### config.mk
export PLATFORM = sky130hd
export DESIGN_NAME = mips_fetch
export DESIGN_NICKNAME = d
export VERILOG_FILES = /design/src/mips_pkg.sv /design/src/mips_fetch.sv
export SDC_FILE = /design/constraint.sdc
export NUM_CORES = 2
export LEC_CHECK = 0
export BUFFER_PORTS_ARGS = -buffer_cell sky130_fd_sc_hd__buf_2
export CAP_MARGIN = 10
export CORE_ASPECT_RATIO = 1.5
export CORE_MARGIN = 2
export CORE_UTILIZATION = 55
export DETAILED_ROUTE_END_ITERATION = 16
export PLACE_DENSITY = 0.72
export SLEW_MARGIN = 10
export SYNTH_ARGS = -nofsm -noshare
export SYNTH_HDL_FRONTEND = slang
export SYNTH_SLANG_ARGS = --single-unit
### constraint.sdc
create_clock -name clk -period 19.37 [get_ports clk]
set_clock_uncertainty 0.2 [all_clocks]
set_input_delay 3.874 -clock clk [delete_from_list [all_inputs] [get_ports clk]]
set_output_delay 3.874 -clock clk [all_outputs]
set_load 0.01 [all_outputs]
### src/mips_pkg.sv
package mips_pkg;

	typedef logic [31:0] data_t;
	typedef logic [4:0]  reg_idx_t;

	typedef enum logic [5:0] {
		OP_RTYPE = 6'h00,
		OP_J     = 6'h02,
		OP_BEQ   = 6'h04,
		OP_ADDI  = 6'h08,
		OP_LW    = 6'h23,
		OP_SW    = 6'h2b,
		OP_HALT  = 6'h3f
	} opcode_e;

	// funct codes, register format only
	localparam logic [5:0] FN_ADD = 6'h20;
	localparam logic [5:0] FN_SUB = 6'h22;
	localparam logic [5:0] FN_AND = 6'h24;
	localparam logic [5:0] FN_OR  = 6'h25;
	localparam logic [5:0] FN_SLT = 6'h2a;

	typedef enum logic [2:0] {
		ALU_ADD,
		ALU_SUB,
		ALU_AND,
		ALU_OR,
		ALU_SLT
	} alu_op_e;

	typedef struct packed {
		opcode_e    opcode;
		reg_idx_t   rs;
		reg_idx_t   rt;
		reg_idx_t   rd;
		logic [4:0] shamt;
		logic [5:0] funct;
	} r_fmt_t;

	typedef struct packed {
		opcode_e     opcode;
		reg_idx_t    rs;
		reg_idx_t    rt;
		logic [15:0] imm;   // j target uses rs, rt and imm together
	} i_fmt_t;

	typedef union packed {
		r_fmt_t r_fmt;
		i_fmt_t i_fmt;
	} instr_u;

	typedef struct packed {
		alu_op_e alu_op;
		logic    alu_src_imm;
		logic    reg_dst_rd;
	} ex_ctrl_t;

	typedef struct packed {
		logic mem_read;
		logic mem_write;
		logic branch;
	} mem_ctrl_t;

	typedef struct packed {
		logic reg_write;
		logic mem_to_reg;
	} wb_ctrl_t;

	//////////////////////////////////////////////////////////////////////////
	// pipeline registers
	//////////////////////////////////////////////////////////////////////////

	typedef struct packed {
		data_t  pc_plus4;
		instr_u instr;
		logic   valid;
	} if_id_t;

	typedef struct packed {
		ex_ctrl_t  ex;
		mem_ctrl_t mem;
		wb_ctrl_t  wb;
		data_t     pc_plus4;
		data_t     reg1;
		data_t     reg2;
		data_t     sign_ext;
		reg_idx_t  rs;
		reg_idx_t  rt;
		reg_idx_t  rd;
		logic      halt;
	} id_ex_t;

	typedef struct packed {
		mem_ctrl_t mem;
		wb_ctrl_t  wb;
		data_t     branch_target;
		logic      zero;
		data_t     alu_out;
		data_t     store_data;
		reg_idx_t  write_reg;
		logic      halt;
	} ex_mem_t;

	typedef struct packed {
		wb_ctrl_t wb;
		data_t    read_data;
		data_t    alu_out;
		reg_idx_t write_reg;
		logic     halt;
	} mem_wb_t;

	localparam data_t HALT_WORD = 32'hffff_ffff;

endpackage

### src/mips_fetch.sv
`timescale 1ns/1ps

module mips_fetch #(
	parameter int IMEM_DEPTH = 128
) (
	input  logic             clk,
	input  logic             reset,
	input  logic             debug_hold,
	input  logic             inst_we,
	input  mips_pkg::data_t  inst_addr,    // byte address, word aligned
	input  mips_pkg::data_t  inst_wdata,
	input  logic             stall,
	input  logic             jump_take,
	input  mips_pkg::data_t  jump_target,
	input  logic             pc_take,
	input  mips_pkg::data_t  pc_target,
	input  logic             halted,
	output mips_pkg::if_id_t if_id,
	output mips_pkg::data_t  pc
);

	localparam int IAW = $clog2(IMEM_DEPTH);

	mips_pkg::data_t  imem [IMEM_DEPTH];
	mips_pkg::data_t  pc_plus4;
	mips_pkg::instr_u fetched;

	assign pc_plus4 = pc + 32'd4;
	assign fetched  = imem[pc[IAW+1:2]];   // async read

	// program loader, only while the core is held
	always_ff @(posedge clk) begin
		if (debug_hold && inst_we)
			imem[inst_addr[IAW+1:2]] <= inst_wdata;
	end

	////////////////////////////////////////////////////////////////////////////
	// next pc, branch beats jump beats pc+4
	////////////////////////////////////////////////////////////////////////////

	always_ff @(posedge clk) begin
		if (reset) begin
			pc          <= '0;
			if_id.valid <= 1'b0;
		end else if (halted || debug_hold) begin
			if_id.valid <= 1'b0;       // pc frozen, only bubbles go down
		end else if (pc_take) begin
			pc          <= pc_target;
			if_id.valid <= 1'b0;       // flush the fetched word
		end else if (stall) begin
			// load-use, keep pc and if/id as they are
		end else if (jump_take) begin
			pc          <= jump_target;
			if_id.valid <= 1'b0;
		end else begin
			pc             <= pc_plus4;
			if_id.pc_plus4 <= pc_plus4;
			if_id.instr    <= fetched;
			if_id.valid    <= 1'b1;
		end
	end

endmodule

# Yosys cells after proc, flatten, opt, wreduce, memory -nomap -nowiden
# Memories as Yosys holds them, arrays and structs flattened. A register that Yosys moved wholly into a read port is not among the register bits.
# Index checks and enable logic that the tools add are counted.
[totals]
regBits = 65
ram_bits = 4096
in_bits = 136
output_inout_bits = 97
wordCells = 22
memories = 1
[mem_list]
columns = ["memory", "depth", "width", "read_ports", "rd_ports_with_merged_regs", "write_ports", "line", "source"]
rows = [
  ["imem", 128, 32, 1, 1, 1, "mips_fetch.sv:24", "mips_pkg::data_t imem [IMEM_DEPTH];"],
]
[op_classes]
n_addsub = 1
n_eq_ne = 1
muxes = 6
bitwise_logic = 5
n_reduce_logical = 5
[ops]
columns = ["op", "count"]
rows = [
  ["32-bit 2-to-1 mux", 3],
  ["32-bit by 3-bit adder with 32-bit output, second input constant", 1],
  ["1-bit NOT", 5],
  ["5-bit AND reduction", 1],
  ["1-bit 2-to-1 mux", 3],
  ["3-bit OR reduction", 1],
  ["2-bit by 1-bit != test with 1-bit output, second input constant", 1],
  ["2-bit AND reduction", 1],
  ["1-bit logical AND", 1],
  ["1-bit logical OR", 1],
]

# Longest topological paths before layout
[depth]
ltp_word = 4
depth_mapped = 12
depth_no_buf = 7

# Worst setup path before layout
# No wires, ideal clock.
[synth_timing]
kind = "input -> register"
startpoint = "input port pc_take"
endpoint = "register, netlist name if_id[10]"
setup_ps = 564
arrival_ps = 8869
t_required_ps = 18606
slack_ps = 9737
stages = 4
n_path_buf = 2
cell_sequence = "clkbuf_1 o21ai_0 clkbuf_1 nor3_1"
[synth_via]
elab_chain_cells = 2
[synth_lines]
columns = ["item", "line", "source"]
rows = [
  ["start: declaration", "mips_fetch.sv:15", "input logic pc_take,"],
  ["1-bit NOT (no line)", "--", ""],
  ["5-bit AND reduction (no line)", "--", ""],
]
# Every way passes these cells.
# A chain may end at the register's enable or synchronous reset.

==> run metrics <==
R2R Setup Slk=12.55 ns; Post-Synthesis Cells=7,485; Hold Buf Count CTS=0; vias in the first global route=80.05k; crit end category=register; I/O pins=233; synthesized area=160,800 um^2; DIE AREA=296,700 um^2; Cell Area, Placed=167,700 um^2; Total Routed Length=412.1 mm; leakage=53.94 nW; WL/cell=34.34 um; arrival time worst endpoint=7.20 ns; fraction of layout cells with a size suffix above 1=25.35%; fin crit period=6.820 ns; gr ovfl total=0; Setup crit start kind=register; CTS buffer count=375; Worst Setup Path Type=reg -> reg; H-tree depth=5; Fmax=146.6 MHz; status=finished clean; Hold Path Class=reg -> reg; Seq/Total Area, Yosys=78.11%; post-CTS resize count=0; R2R depth=11; CP most frequent cell=buf_4; initial antenna violation count=43; pwr/cell area=100.8 nW/um^2; # DRC=0; highest-delay cell along the critical path=nor3_1; slew margin rel.=6.930%; Clock Path Buffers=4; FP Rows=243; Finish-stage setup viols=0; Critical Path Max Stage Delay=0.88 ns; CTS tree=yes; Slew Limit Fails=0; CTS clock-pin slew for the worst setup and hold paths=0.06 ns; CTS root buffer=clkbuf_16; clk sink count=4,193; first-pass GRT wire length=581.2 mm; CP required=19.75 ns; Post-synth ARST share=0%; post-route design area=179,600 um^2; Clock Latency Late Sink=0.90 ns; P&R area growth vs syn=11.74%; Starting Density=55.14%; RSZ-0062 raised after global routing=no; Synth Area per Inst=21.48 um^2; core area=291,600 um^2; DRT Pass-1 Iters=6; hpwl dp=235.3 mm; most common cell after layout, fill and taps aside=edfxtp_1; Routability Congestion=0.8851; via count=79.38k; 1st-iter DRT viols=10.47k; peak supply drop=97.22 uV; Setup Fix Bufs, Post-CTS=0; Hold Fails Final Rpt=0; GR Util All Layers=27.70%; Horiz. Die Dim=445.4 um; number of synthesized flops with an enable pin=4,160; period utilization=35.21%; fin nets=8,033; hold depth=0; Die Y=666.2 um; DR vias/cell=6.614; crit-path cells=buf_4, buf_4, buf_4, buf_4, buf_4, mux4_2, mux2i_1, a22o_1, nor4_1, nor3_1, a21oi_1; FF+latch count, synth=4,193; crit-path max FO=58; Antenna Violating Nets Remaining=0; Yosys warnings=0; pin count of the biggest net entering global routing=115; ys flop type=edfxtp_1; Syn Nets=7,622; commonest cells after routing, fill and taps aside=edfxtp_1 (4,160), mux4_2 (896), mux2i_1 (412); Yosys cell types=63; # port buffers=207; Worst Tran Pin Value=1.381 ns; max cap viols=0; Fin Setup TNS=0 ns
[through the flow]
step	hold slack (ns)	power [mW]	worst slack [ns]	cells	util (%)
2_1_floorplan	0.2322	10.62	9.737	7485	-
3_3_place_gp	0.2498	10.99	12.21	11320	57.53
3_5_place_dp	0.2578	11.01	12.15	11320	57.53
4_1_cts	0.2752	18.17	12.51	11990	61.60
5_1_grt	0.2843	18.53	12.21	12000	61.61
6_report	0.2831	18.11	12.55	12000	61.61
[routing by layer]
layer	global-route usage, %	vias up	routed length, um
met5	0	-	166
met4	15.03	26	25980
met3	5.022	815	38110
met2	45.24	4413	203800
met1	35.60	41940	144000
li1	-	32190	-
[cell families (layout without fill, tap and decap cells)]
kind of cell             count (synthesis)  count (layout)  share of synthesized area, %
flip-flops                            4193            4193                         78.11
other                                    0              13                             0
adder cells (fa/ha/maj)                  1               1                      0.007781
multiplexers                          1316            1316                         15.17
buffers and inverters                  441            1148                         1.313
XOR/XNOR                                28              28                        0.1525
AND/OR/NAND/NOR                        761             761                         2.284
AO/OA/AOI/OAI                          745             745                         2.959
[where the power goes]
part / internal, mW / switching [mW]
Sequential: 9.99 / 0.0170
Clock: 4.07 / 3.22
Combinational: 0.263 / 0.546
Total: 14.3 / 3.78
[cells in the mapped netlist (3+ instances only)]
master     number  area, um^2
o221a_2         8       90.09
o21ai_0        76       380.4
mux4_2        896       20180
a21oi_1       232        1161
o2111ai_1       8       70.07
and3_1          7       43.79
nand4_1         6       37.54
o211ai_1       28       210.2
nor2_1        200       750.7
nand3b_1        6       45.04
a2bb2oi_1       6       52.55
mux2i_1       412        4124
nor4_1         33       206.5
and2_1          7       43.79
and4_1          6       52.55
xor2_1         11       96.34
or2_2           4       25.02
inv_1           3       11.26
buf_4          66       495.5
xnor2_1        17       148.9
a22o_1         30       262.8
nand2b_1       73       456.7
o221ai_1       56       490.5
o22ai_1        98       613.1
nand2_1       180       675.7
mux2_2          8       90.09
a31oi_1        97       606.8
nor3_1         35       175.2
a211oi_1       15       112.6
a22oi_1        72       540.5
nor2b_1        77       481.7
o32ai_1         4       35.03
buf_6           3       33.78
clkbuf_1      210       788.3
o31a_1          4       35.03
dfxtp_1        33       660.6
nand3_1       116       580.6
buf_1          23       86.33
edfxtp_1     4160      124900
buf_2         132       660.6
[registers in the layout (all words and copies together) (netlist names)]
signal	cells
if_id	65
pc	32
imem	4096
[critical path: cells and delay by family, from the launching register on]
family | cells | cell delay, ns
AOI/OAI and AO/OA | 2 | 0.38
buffers and inverters | 5 | 3.53
DFF | 1 | 0.67
muxes | 2 | 0.56
and+or+nand+nor | 2 | 0.98
[final timing paths]
| check | from | end |
|---|---|---|
| max | pc[4] | if_id[7] |
| min | pc[1] | if_id[34] |
| max reg2reg | pc[4] | if_id[7] |
| min reg2reg | pc[1] | if_id[34] |
[final cells by class]
class | instances | area (um^2)
Antenna cell | 13 | 32.53
Clock buffer | 446 | 9852
Clock inverter | 227 | 2009
Fill cell | 19290 | 111900
Inverter | 5 | 21.27
Multi-Input combinational cell | 2851 | 34180
Sequential cell | 4193 | 125600
Tap cell | 3797 | 4751
Timing Repair Buffer | 470 | 3203
No activity file was read; power rests on OpenSTA's default activity.
