===== config.mk =====
export PLATFORM = sky130hd
export DESIGN_NAME = mips_execute
export DESIGN_NICKNAME = d
export VERILOG_FILES = /design/src/mips_pkg.sv /design/src/mips_execute.sv
export SDC_FILE = /design/constraint.sdc
export NUM_CORES = 1
export LEC_CHECK = 0
export CORE_AREA = 2 2 161 163
export CTS_BUF_LIST = sky130_fd_sc_hd__clkbuf_4 sky130_fd_sc_hd__clkbuf_8
export DETAILED_ROUTE_END_ITERATION = 10
export DIE_AREA = 0 0 163 165
export DONT_BUFFER_PORTS = 1
export GPL_ROUTABILITY_DRIVEN = 0
export PLACE_DENSITY = 0.6
export SETUP_SLACK_MARGIN = 0.3
export SLEW_MARGIN = 5
export SYNTH_ARGS = -nofsm -noshare
export SYNTH_HDL_FRONTEND = slang
export SYNTH_SLANG_ARGS = --single-unit

===== constraint.sdc =====
create_clock -name clk -period 6.1 [get_ports clk]
set_input_delay 1.22 -clock clk [delete_from_list [all_inputs] [get_ports clk]]
set_output_delay 1.22 -clock clk [all_outputs]
set_load 0.01 [all_outputs]

===== src/mips_pkg.sv =====
package mips_pkg;

	typedef logic [31:0] data_t;
	typedef logic [4:0]  reg_idx_t;

	typedef enum logic [5:0] {
		OP_RTYPE = 6'h00,
		OP_J     = 6'h02,
		OP_BEQ   = 6'h04,
		OP_ADDI  = 6'h08,
		OP_LW    = 6'h23,
		OP_SW    = 6'h2b,
		OP_HALT  = 6'h3f
	} opcode_e;

	// funct codes, register format only
	localparam logic [5:0] FN_ADD = 6'h20;
	localparam logic [5:0] FN_SUB = 6'h22;
	localparam logic [5:0] FN_AND = 6'h24;
	localparam logic [5:0] FN_OR  = 6'h25;
	localparam logic [5:0] FN_SLT = 6'h2a;

	typedef enum logic [2:0] {
		ALU_ADD,
		ALU_SUB,
		ALU_AND,
		ALU_OR,
		ALU_SLT
	} alu_op_e;

	typedef struct packed {
		opcode_e    opcode;
		reg_idx_t   rs;
		reg_idx_t   rt;
		reg_idx_t   rd;
		logic [4:0] shamt;
		logic [5:0] funct;
	} r_fmt_t;

	typedef struct packed {
		opcode_e     opcode;
		reg_idx_t    rs;
		reg_idx_t    rt;
		logic [15:0] imm;   // j target uses rs, rt and imm together
	} i_fmt_t;

	typedef union packed {
		r_fmt_t r_fmt;
		i_fmt_t i_fmt;
	} instr_u;

	typedef struct packed {
		alu_op_e alu_op;
		logic    alu_src_imm;
		logic    reg_dst_rd;
	} ex_ctrl_t;

	typedef struct packed {
		logic mem_read;
		logic mem_write;
		logic branch;
	} mem_ctrl_t;

	typedef struct packed {
		logic reg_write;
		logic mem_to_reg;
	} wb_ctrl_t;

	//////////////////////////////////////////////////////////////////////////
	// pipeline registers
	//////////////////////////////////////////////////////////////////////////

	typedef struct packed {
		data_t  pc_plus4;
		instr_u instr;
		logic   valid;
	} if_id_t;

	typedef struct packed {
		ex_ctrl_t  ex;
		mem_ctrl_t mem;
		wb_ctrl_t  wb;
		data_t     pc_plus4;
		data_t     reg1;
		data_t     reg2;
		data_t     sign_ext;
		reg_idx_t  rs;
		reg_idx_t  rt;
		reg_idx_t  rd;
		logic      halt;
	} id_ex_t;

	typedef struct packed {
		mem_ctrl_t mem;
		wb_ctrl_t  wb;
		data_t     branch_target;
		logic      zero;
		data_t     alu_out;
		data_t     store_data;
		reg_idx_t  write_reg;
		logic      halt;
	} ex_mem_t;

	typedef struct packed {
		wb_ctrl_t wb;
		data_t    read_data;
		data_t    alu_out;
		reg_idx_t write_reg;
		logic     halt;
	} mem_wb_t;

	localparam data_t HALT_WORD = 32'hffff_ffff;

endpackage


===== src/mips_execute.sv =====
`timescale 1ns/1ps

module mips_execute (
	input  logic               clk,
	input  logic               reset,
	input  mips_pkg::id_ex_t   id_ex,
	input  logic               flush,
	input  mips_pkg::ex_mem_t  mem_fwd,
	input  logic               wb_write,
	input  mips_pkg::reg_idx_t wb_reg,
	input  mips_pkg::data_t    wb_data,
	output mips_pkg::ex_mem_t  ex_mem
);

	mips_pkg::data_t op_a;
	mips_pkg::data_t op_b;
	mips_pkg::data_t rt_val;
	mips_pkg::data_t alu_out;

	// youngest producer wins, mem stage before wb stage
	function automatic mips_pkg::data_t forward(
		input mips_pkg::reg_idx_t src,
		input mips_pkg::data_t    reg_val,
		input mips_pkg::ex_mem_t  mem_st,
		input logic               wb_we,
		input mips_pkg::reg_idx_t wb_dst,
		input mips_pkg::data_t    wb_val
	);
		if (src == '0)
			return '0;
		if (mem_st.wb.reg_write && mem_st.write_reg == src)
			return mem_st.alu_out;   // never a load here, decode stalls those
		if (wb_we && wb_dst == src)
			return wb_val;
		return reg_val;
	endfunction

	assign op_a   = forward(id_ex.rs, id_ex.reg1, mem_fwd, wb_write, wb_reg, wb_data);
	assign rt_val = forward(id_ex.rt, id_ex.reg2, mem_fwd, wb_write, wb_reg, wb_data);
	assign op_b   = id_ex.ex.alu_src_imm ? id_ex.sign_ext : rt_val;

	////////////////////////////////////////////////////////////////////////////
	// alu
	////////////////////////////////////////////////////////////////////////////

	always_comb begin
		case (id_ex.ex.alu_op)
			mips_pkg::ALU_ADD: alu_out = op_a + op_b;
			mips_pkg::ALU_SUB: alu_out = op_a - op_b;
			mips_pkg::ALU_AND: alu_out = op_a & op_b;
			mips_pkg::ALU_OR:  alu_out = op_a | op_b;
			mips_pkg::ALU_SLT: alu_out = {31'b0, $signed(op_a) < $signed(op_b)};
			default:           alu_out = '0;
		endcase
	end

	// a taken branch in mem kills the word sitting here
	always_ff @(posedge clk) begin
		if (reset || flush) begin
			ex_mem <= '0;
		end else begin
			ex_mem.mem           <= id_ex.mem;
			ex_mem.wb            <= id_ex.wb;
			ex_mem.branch_target <= id_ex.pc_plus4 + {id_ex.sign_ext[29:0], 2'b00};
			ex_mem.zero          <= (alu_out == '0);
			ex_mem.alu_out       <= alu_out;
			ex_mem.store_data    <= rt_val;
			ex_mem.write_reg     <= id_ex.ex.reg_dst_rd ? id_ex.rd : id_ex.rt;
			ex_mem.halt          <= id_ex.halt;
		end
	end

endmodule


# Yosys cells after proc, flatten, opt, wreduce, memory -nomap -nowiden
# Index checks and enable logic that the tools add are counted.
[classes] n_addsub=3 n_lt_le_gt_ge=1 n_eq_ne=8 n_mux=27 bitwise_logic=2 n_reduce_logical=9
[op_table] cell="$mux 32" count=13
[op_table] cell="$pmux 32 s5" count=1
[op_table] cell="$add 32x32->32" count=2
[op_table] cell="$and 32x32->32" count=1
[op_table] cell="$logic_not 32->1" count=1
[op_table] cell="$lt 32x32->1" count=1
[op_table] cell="$or 32x32->32" count=1
[op_table] cell="$sub 32x32->32" count=1
[op_table] cell="$eq 5x5->1" count=4
[op_table] cell="$mux 1" count=12
[op_table] cell="$logic_not 5->1" count=2
[op_table] cell="$eq 3x2->1 const B" count=2
[op_table] cell="$mux 5" count=1
[op_table] cell="$logic_and 1x1->1" count=4
[op_table] cell="$eq 3x1->1 const B" count=1
[op_table] cell="$eq 3x3->1 const B" count=1
[op_table] cell="$logic_not 3->1" count=1
[op_table] cell="$logic_or 1x1->1" count=1
[word_totals] register_bits=108 inputBits=303 out_inout_bits=108 wordCells=61

# Depth between registers and ports, before layout
# Gate-level depths: netlist of the first run.
[logic_depth] word_depth=13 mapped_depth=23 depth_no_buf=21

# Worst setup path after synthesis of the first run
# Ideal clock, no wire load.
[synth_timing] path_kind="input -> register" start="in id_ex[13] (netlist name)" end="reg ex_mem[70] (netlist name)" arrival_time_ns=6.212 slack_ns=-0.200 path_stages=23 n_path_buf=3 cell_sequence="xor2_1 > nor4_1 > and3_1 > clkbuf_1 > buf_1 > mux2i_1 > a211oi_1 > inv_1 > ha_1 > fa_1 > o21ba_1 > or4_4 > and3_4 > buf_6 > o31a_1 > o211ai_2 > nand2_1 > xnor2_1 > a221oi_2 > nand4_1 > a2111oi_2 > nand3_1 > nor4_2"
[synth_via] elab_chain_cells=11 word_cells_on_any_way=23
[synth_lines] item="start: declaration" line="mips_execute.sv:6" text="input mips_pkg::id_ex_t id_ex,"
[synth_lines] item="$eq 5x5->1" line="mips_execute.sv:33" text="if (wb_we && wb_dst == src)"
[synth_lines] item="$logic_and 1x1->1" line="mips_execute.sv:33"
[synth_lines] item="$mux 1 (2 in series)" line="mips_execute.sv:33"
[synth_lines] item="$mux 1" line="mips_execute.sv:31" text="if (mem_st.wb.reg_write && mem_st.write_reg == src)"
[synth_lines] item="$mux 32" line="mips_execute.sv:35" text="return reg_val;"
[synth_lines] item="$mux 32" line="mips_execute.sv:33"
[synth_lines] item="$mux 32 *" line="mips_execute.sv:31"
[synth_lines] item="$sub 32x32->32, or another cell as far along" line="mips_execute.sv:49" text="mips_pkg::ALU_SUB: alu_out = op_a - op_b;"
[synth_lines] item="$pmux 32 s5 *" line="mips_execute.sv:47" text="case (id_ex.ex.alu_op)"
[synth_lines] item="$logic_not 32->1 *" line="mips_execute.sv:65" text="ex_mem.zero <= (alu_out == '0);"
[synth_lines] item="end: declaration" line="mips_execute.sv:12" text="output mips_pkg::ex_mem_t ex_mem"
# Every way passes the cells marked *; elsewhere a longest branch is shown, timed or not. The select of a mux whose other input is x is not followed.
# A chain may end at the register's enable or synchronous reset.

# Worst setup path in the final report of the first run
[layout_timing] start="in wb_reg[1]" end="reg ex_mem[70] (netlist name)"
[layout_via] elab_chain_cells=12 word_cells_on_any_way=26
[layout_lines] item="start: declaration" line="mips_execute.sv:10" text="input mips_pkg::reg_idx_t wb_reg,"
[layout_lines] item="$eq 5x5->1" line="mips_execute.sv:33"
[layout_lines] item="$logic_and 1x1->1" line="mips_execute.sv:33"
[layout_lines] item="$mux 1 (2 in series)" line="mips_execute.sv:33"
[layout_lines] item="$mux 1" line="mips_execute.sv:31"
[layout_lines] item="$mux 32" line="mips_execute.sv:35"
[layout_lines] item="$mux 32" line="mips_execute.sv:33"
[layout_lines] item="$mux 32" line="mips_execute.sv:31"
[layout_lines] item="$mux 32" line="mips_execute.sv:40" text="assign op_b = id_ex.ex.alu_src_imm ? id_ex.sign_ext : rt_val;"
[layout_lines] item="$sub 32x32->32, or another cell as far along" line="mips_execute.sv:49"
[layout_lines] item="$pmux 32 s5 *" line="mips_execute.sv:47"
[layout_lines] item="$logic_not 32->1 *" line="mips_execute.sv:65"
# Marks and branches as above.

==> results.cfg, run 1 <==
[finish]
nFillCells = 2394
drive_above_1_share_pct = 20.9
finalNetCount = 2093
top_regs = ex_mem (108)
largest_reg_flops = 108
regMostFlops = ex_mem
post-route-util_pct = 55.0
area_growth_pct = 22.3

[floorplanning]
fp.dieW_um = 163
start_util_pct = 45.0
die_h_um = 165
num_rows = 58
dieArea_mm2 = 0.0269
core_mm2 = 0.0250
ios = 411

[global_route]
antenna_found_initial = 1
grt_max_degree = 114
grt_pass1_vias = 11400
grt_pass1_wl_um = 63300
grt_overflow = 0
track_usage_pct = 30.5

[yosys]
synth_flop_cell = dfxtp_1
synth_top_cell_area_share_pct = 19.2
ys_top_cells_by_area = dfxtp_1 19%, ha_1 14%, nor2_1 7.9%, mux2i_1 7.0%, a21oi_1 3.9%
ys_seq_elements = 108
yosysMostFrequentCell = nor2_1
synthDistinctLibCells = 84
synth_area_leader_cell = dfxtp_1
synth_area_mm2 = 0.0113
synthCells = 1513
syn_avg_cell_area_um2 = 7.44
syn_nets = 1944
synth_edf_count = 0
ys_warn_count = 0
seq_area_frac_synth_pct = 19.2
synthTopCellsByCount = 236 x nor2_1, 125 x ha_1, 108 x dfxtp_1, 101 x inv_1, 88 x a21oi_1
ys_async_sr_fraction_pct = 0

[setup_path]
path_delay_family = simple AND/OR/NAND/NOR gates
cp_slowest_stage_delay_ns = 0.43
path_max_fanout = 5
crit_buf_inv = 3
arrival_ns = 6.09
worst-setup-path-type = in -> reg
crit_slowest_cell = or4_4
required_ns = 6.43
start_kind = input pin
cp-end-kind = flip-flop
worstPathCellList = xor2_1 > nor4_1 > and3_4 > buf_12 > mux2i_4 > a211o_1 > o21a_2 > inv_2 > fa_2 > o21ba_4 > or4_4 > and3_4 > o31a_1 > o211ai_2 > a311oi_2 > buf_4 > o311ai_4 > xor2_1 > o22ai_1 > nor4_2 > nand3_1 > nor4_2

[min_path]
worstHoldEndpoint = ex_mem[48]$_SDFF_PP0_
hold_class = in -> reg
holdPathStages = 1
hp-start = id_ex[153]

[placed_design]
hpwl_um = 34300
io_buffers = 0

[pwr]
fin_total_pwr_mw = 2.62
peakVddDrop_uv = 137
p_leak_nw = 6.20
power_density_mw_per_mm2 = 191

[drt]
via_per_inst = 5.95
wire_per_inst_um = 21.7
dr.pass1.iters = 5
vias = 11900
antenna_left = 0
drc_errors = 0
drtIter0Drc = 936
finalWirelength_um = 43300

[clocking]
cts_hold_buffers = 0
cts_max_level = 3
cts.sinks = 108
cts_buffers = 9
clkTransAtPathRegs_ns = 0.14
cts_root_buf = clkbuf_8
max-clock-path-buffers = 2
cts_tree = yes

[timing]
relSlewSlack_pct = 12.3
worst_slew_pin_slew_ns = 1.31
fmax_ghz = 0.174
rsz0062_at_grt = yes
setup_viol = 0
post-route-period-util_pct = 94.4
final_hold_viol_count = 0
slew_viol_final = 0
fin_crit_ns = 5.76

[flow_run]
max_cap_violations = 0

[outcome]
status = finished, final reports clean
[where the power goes]
part           switching, mW  internal [mW]
Sequential            0.0390          0.746
Clock                  0.331          0.165
Combinational          0.718          0.625
[repair_timing]
item | in CTS | in global routing
gates resized for setup | 33 | 71
pin swaps | 16 | 43
endpoints found under the setup margin | 5 | 5
endpoints found under the hold margin | 0 | 0
gates cloned | 0 | 1
buffers inserted | 6 | 22
[through the flow]
stage	setup slack [ns]	instances	cell area [µm²]	TNS [ns]	hold WS, ns
finish	0.340	1998	13800	0	0.879
global placement	-0.511	1952	12900	-1.22	1.31
detailed placement	-0.677	1952	12900	-1.73	1.31
global route	0.250	1998	13800	0	0.870
floorplan	0.305	1513	11300	0	1.34
CTS	0.276	1974	13200	0	0.870
[routing by layer]
metal	track usage, %	wire length (µm)
met5	1.33	48
met2	48.0	19000
met3	9.57	4930
met4	11.4	1750
met1	38.9	17600
[area by class of cell]
cell class,instances,area [µm²],share of cell area (%)
timing repair buffer,236,1850,13.5
inverter,102,383,2.78
tap,330,413,3.00
antenna,1,2.50,0.0182
clock buffer,9,124,0.900
sequential,108,2160,15.7
clock inverter,7,80.1,0.582
multi-input combinational,1205,8750,63.5
[logic make-up after synthesis]
| group | after synthesis | share of synthesized area [%] |
|---|---|---|
| and+or+nand+nor | 506 | 20.8 |
| adders and majority gates | 128 | 14.4 |
| AOI/OAI and AO/OA | 429 | 26.5 |
| DFF | 108 | 19.2 |
| xor gates and xnor gates | 61 | 4.75 |
| muxes | 81 | 7.32 |
| buffers and inverters | 200 | 6.98 |
[cells in the final DEF, fill, tap and decap left out, types with 15 or more instances in the layout]
cell type    n
a211o_1     39
a211oi_1    44
a21o_1      30
a21oi_1     83
and2_1      25
buf_4      226
dfxtp_1    108
ha_1       117
inv_1      100
mux2i_1     77
nand2_1     85
nand2b_1    19
nand3_1     19
nor2_1     232
nor2b_1     15
nor3_1      32
o21ai_0     64
o21bai_1    15
xnor2_1     30
xor2_1      30
[how the worst max path moves through the flow]
stage                    from                     to  slack (ns)  cells past startpoint
finish              wb_reg[1]  ex_mem[70]$_SDFF_PP0_        0.34                     22
global route        wb_reg[3]  ex_mem[70]$_SDFF_PP0_        0.25                     22
CTS                 wb_reg[2]  ex_mem[70]$_SDFF_PP0_        0.28                     23
detailed placement  wb_reg[2]  ex_mem[70]$_SDFF_PP0_       -0.68                     23
global placement    wb_reg[2]  ex_mem[70]$_SDFF_PP0_       -0.51                     24
floorplan           wb_reg[2]  ex_mem[70]$_SDFF_PP0_        0.30                     23
(Power assumes the default switching activity.)
==> run 2, diff against run 1 <==
- ABC_AREA: unset -> 1
- CORE_AREA: 2 2 161 163 -> unset
- CORE_UTILIZATION: unset -> 48
- CTS_CLUSTER_DIAMETER: unset -> 30
- DIE_AREA: 0 0 163 165 -> unset
- PLACE_DENSITY: 0.6 -> 0.63
==> run 2 against run 1 <==
Net effect: clock power rose by 14%; routed wire length rose by 13%; setup slack improved by 0.44 ns; largest cell class unchanged; first-iteration DRC count rose by 72%; sequential cell count did not move; critical path type unchanged; clock-buffer cell count did not move; sequential share of layout area rose by 1.1 points.
==> results.cfg, run 2 <==
[clocking]
max-clock-path-buffers = 2
cts_root_buf = clkbuf_8
cts_resized = 0
cts_hold_buffers = 0
cts_buffers = 9
post_cts_buffers = 0
cts_max_level = 3
cts_tree = yes
cts.sinks = 108
clkTransAtPathRegs_ns = 0.13

[global_route]
antenna_found_initial = 2
grtUsageMet3_pct = 8.20
use_met1_pct = 50.6
busiest_layer = met2
grt_max_degree = 52
grt_pass1_vias = 12900
grt_pass1_wl_um = 73100
grtUsageMet2_pct = 56.5
track_usage_pct = 36.6
grt_overflow = 0

[floorplanning]
core_mm2 = 0.0252
fp.dieW_um = 162
num_rows = 58
die_h_um = 162
start_util_pct = 49.0
ios = 411
dieArea_mm2 = 0.0263

[placed_design]
io_buffers = 0
hpwl_um = 40000
dp_slack_ns = 0.504
placed_area_mm2 = 0.0127

[min_path]
hold_class = in -> reg
holdPathStages = 2
worstHoldEndpoint = ex_mem[71]$_SDFF_PP0_
hp-start = id_ex[112]

[yosys]
ys_async_sr_fraction_pct = 0
seq_area_frac_synth_pct = 17.5
synth_area_leader_cell = dfxtp_1
synth_edf_count = 0
yosysMostFrequentCell = nand2_1
ys_seq_elements = 108
synth_top_cell_area_share_pct = 17.5
syn_avg_cell_area_um2 = 5.78
ys_top_cells_by_area = dfxtp_1 18%, nand2_1 15%, ha_1 13%, inv_1 10%, nor2_1 8.4%
synth_area_mm2 = 0.0123
syn_nets = 2567
synthDistinctLibCells = 48
synth_flop_cell = dfxtp_1
ys_warn_count = 0
synthCells = 2136
synthTopCellsByCount = 483 x nand2_1, 330 x inv_1, 277 x nor2_1, 187 x a21oi_1, 142 x o21ai_0

[flow_run]
max_cap_violations = 0

[drt]
antenna_left = 0
drc_errors = 0
wire_per_inst_um = 20.1
drtIter0Drc = 1608
finalWirelength_um = 48900
vias = 14200
dr.pass1.iters = 6
via_per_inst = 5.85

[setup_path]
path_delay_family = compound AO/OA/AOI/OAI gates
start_kind = input pin
path_max_fanout = 47
crit_slowest_cell = ha_1
worst-setup-path-type = in -> reg
crit_buf_inv = 4
cp_common_cell = nand2_1
cp-end-kind = flip-flop
arrival_ns = 5.68
required_ns = 6.46
cp_slowest_stage_delay_ns = 0.50

[pwr]
fin_total_pwr_mw = 2.56
power_density_mw_per_mm2 = 199
peakVddDrop_uv = 140
p_leak_nw = 6.71

[finish]
final_common_cell = nand2_1
area_growth_pct = 4.48
largest_reg_flops = 108
final_cell_mix = 483 x nand2_1, 329 x inv_1, 276 x nor2_1
drive_above_1_share_pct = 4.63
top_regs = ex_mem (108)
finalNetCount = 2523
regMostFlops = ex_mem
post-route-util_pct = 51.2
finish.instance_area_mm2 = 0.0129

[timing]
timing.final.ws_setup_ns = 0.782
fmax_ghz = 0.188
final_hold_viol_count = 0
worst_slew_pin_slew_ns = 1.19
post-route-period-util_pct = 87.2
fin_crit_ns = 5.32
finalSetupTns_ns = 0
rsz0062_at_grt = no
setup_viol = 0
slew_viol_final = 0
relSlewSlack_pct = 20.5

[outcome]
status = finished, final reports clean
run 2: cell count changes after synthesis, sizes merged, moves of 26 or more:
cell / delta
o21ai: +96
o211ai: +59
inv: +244
a211oi: -52
nor2: +48
a21o: -27
nand3: +124
mux2i: -79
xnor2: -30
nand2: +414
a211o: -39
a21oi: +107
clkbuf: -26
run 2: kinds of logic after synthesis:
| kind of cell | count (synthesis) | synth area share (%) |
|---|---|---|
| AND/OR/NAND/NOR | 981 | 32.8 |
| AO/OA/AOI/OAI | 494 | 22.8 |
| buffers and inverters | 417 | 13.1 |
| adder cells (fa/ha/maj) | 128 | 13.2 |
| flip-flops | 108 | 17.5 |
| XOR/XNOR | 8 | 0.568 |
run 2: stage by stage:
stage          cells  hold slack [ns]
4_1_cts         2427            0.881
3_5_place_dp    2411             1.34
3_3_place_gp    2411             1.33
5_1_grt         2427            0.875
6_report        2429            0.882
2_1_floorplan   2136             1.33
run 2: power by group:
part           total, mW  leakage (nW)  switching (mW)  internal, mW
Combinational       1.21          5.71           0.848         0.366
Clock              0.565         0.117           0.353         0.211
Sequential         0.783         0.885          0.0378         0.745
Total               2.56          6.71            1.24          1.32
run 2: final cells by class:
type	instances	area (µm²)
clock buffer	9	124
antenna	2	5.00
clock inverter	7	108
timing repair buffer	16	158
inverter	346	1300
sequential	108	2160
fill	2663	12300
multi-input combinational	1611	8620
tap	330	413
run 2: how the worst max path moves through the flow:
stage | startpoint | endpoint | slack, ns | cells past startpoint
2_1_floorplan | wb_reg[4] | ex_mem[70]$_SDFF_PP0_ | 1.65 | 27
3_3_place_gp | id_ex[9] | ex_mem[70]$_SDFF_PP0_ | 0.65 | 26
3_5_place_dp | wb_reg[3] | ex_mem[70]$_SDFF_PP0_ | 0.50 | 26
4_1_cts | wb_reg[3] | ex_mem[70]$_SDFF_PP0_ | 0.95 | 26
5_1_grt | wb_reg[3] | ex_mem[70]$_SDFF_PP0_ | 0.42 | 26
6_report | id_ex[6] | ex_mem[70]$_SDFF_PP0_ | 0.78 | 28
run 2: routing by layer:
| layer | vias to the layer above | routed length (µm) |
|---|---|---|
| met3 | 77 | 5940 |
| met5 | - | 0 |
| met4 | 0 | 1400 |
| met2 | 827 | 21000 |
| met1 | 6481 | 20500 |
| li1 | 6821 | - |
==> run 3, diff against run 2 <==
- GPL_TIMING_DRIVEN: unset -> 0
- SLEW_MARGIN: 5 -> 0
==> run 3 against run 2 <==
Net effect: cell count increased by 2.3%; die area unchanged; non-clock buffer count increased by 55; power decreased by 1.4%; core utilization increased by 0.30 points; sequential cell count unchanged; largest cell class unchanged; sequential power about the same; sequential share of layout area decreased by 0.099 points; first-iteration DRC count decreased by 7.0%.
==> results.cfg, run 3 (same netlist as run 2, synthesis figures left out) <==
[finish]
final_cells = 2486
area_growth_pct = 5.10
drive_above_1_share_pct = 4.65
regMostFlops = ex_mem
multiInputGateArea_mm2 = 0.00856
largest_reg_flops = 108
final_cell_mix = 483 x nand2_1, 330 x inv_1, 277 x nor2_1
finalNetCount = 2578
nFillCells = 2700
ff_latch_area_mm2 = 0.00216
final_common_cell = nand2_1
top_regs = ex_mem (108)

[floorplanning]
die_h_um = 162
dieArea_mm2 = 0.0263
ios = 411
num_rows = 58
core_mm2 = 0.0252
fp.dieW_um = 162
start_util_pct = 49.0

[drt]
drc_errors = 0
drtIter0Drc = 1496
vias = 14600
wire_per_inst_um = 21.3
dr.pass1.iters = 6
finalWirelength_um = 52900
via_per_inst = 5.87
antenna_left = 0

[timing]
post-route-period-util_pct = 90.4
timing.final.ws_setup_ns = 0.586
final_hold_viol_count = 0
worst_slew_pin_slew_ns = 1.03
fmax_ghz = 0.181
fin_crit_ns = 5.51
finalSetupTns_ns = 0
setup_viol = 0
relSlewSlack_pct = 31.2
slew_viol_final = 0
rsz0062_at_grt = no

[setup_path]
cp_slowest_stage_delay_ns = 0.47
cp_common_cell = nand2_1
start_kind = input pin
arrival_ns = 5.89
crit_slowest_cell = fa_1
path_max_fanout = 10
path_delay_family = simple AND/OR/NAND/NOR gates
worst-setup-path-type = in -> reg
crit_buf_inv = 4
cp-end-kind = flip-flop
required_ns = 6.47

[flow_run]
max_cap_violations = 0

[placed_design]
hpwl_um = 44500
dp_slack_ns = 0.118
dp_cells = 2466
io_buffers = 0

[clocking]
cts_max_level = 3
clkTransAtPathRegs_ns = 0.13
cts_buffers = 9
cts.sinks = 108
cts_root_buf = clkbuf_8
cts_hold_buffers = 0
max-clock-path-buffers = 2
post_cts_buffers = 0
cts_tree = yes

[global_route]
antenna_found_initial = 5
busiest_layer = met2
grtUsageMet2_pct = 61.9
track_usage_pct = 39.4
grt_pass1_wl_um = 77600
grt_overflow = 0
grt_pass1_vias = 13500
use_met1_pct = 50.2
grt_max_degree = 21
grtUsageMet3_pct = 9.01

[pwr]
peakVddDrop_uv = 108
p_leak_nw = 6.75
power_density_mw_per_mm2 = 195

[min_path]
hold_class = in -> reg

[outcome]
status = finished, final reports clean
-- run 3: changes by cell type in the layout (fill, tap and decap cells not counted), sizes merged --
cell,delta
buf,+11
bufinv,-1
inv,-1
clkinv,+1
clkbuf,+45
diode,+2
-- run 3: per-stage QoR --
stage | hold WS, ns | cell area (µm²) | total power [mW] | utilization (%)
6_report | 0.889 | 13000 | 2.53 | 51.5
5_1_grt | 0.890 | 13000 | 2.68 | 51.5
4_1_cts | 0.884 | 12900 | 2.49 | 51.4
3_5_place_dp | 1.34 | 12700 | 1.98 | 50.6
3_3_place_gp | 1.33 | 12700 | 1.97 | 50.6
2_1_floorplan | 1.33 | 12300 | 1.67 | -
-- run 3: cell type report --
| type | count | share of cell area (%) |
|---|---|---|
| buffer | 71 | 2.43 |
| multi-input combinational | 1611 | 66.0 |
| inverter | 346 | 10.0 |
| clock buffer | 10 | 1.06 |
| tap | 330 | 3.18 |
| antenna | 4 | 0.0772 |
| clock inverter | 6 | 0.483 |
| sequential | 108 | 16.7 |
-- run 3: timing repair --
item	4_1_cts	5_1_grt
setup endpoints to repair	0	1
resized for setup	0	1
hold endpoints to repair	0	0
-- run 3: routing by layer --
layer / vias up / share of wire [%]
met2: 924 / 43
met5: - / 0
met4: 0 / 5.7
met3: 151 / 12
met1: 6561 / 39
li1: 6958 / -
-- run 3: power breakdown --
| part | internal (mW) | switching (mW) | leakage (nW) |
|---|---|---|---|
| clock | 0.172 | 0.336 | 0.102 |
| sequential | 0.745 | 0.0371 | 0.885 |
| combinational | 0.374 | 0.863 | 5.77 |
| total | 1.29 | 1.24 | 6.75 |
-- run 3: final timing paths --
| kind | from | to | slack (ns) | depth (start not counted) |
|---|---|---|---|---|
| worst max-delay path | id_ex[9] | ex_mem[70]$_SDFF_PP0_ | 0.59 | 28 |
| worst min-delay path | id_ex[112] | ex_mem[71]$_SDFF_PP0_ | 0.89 | 2 |
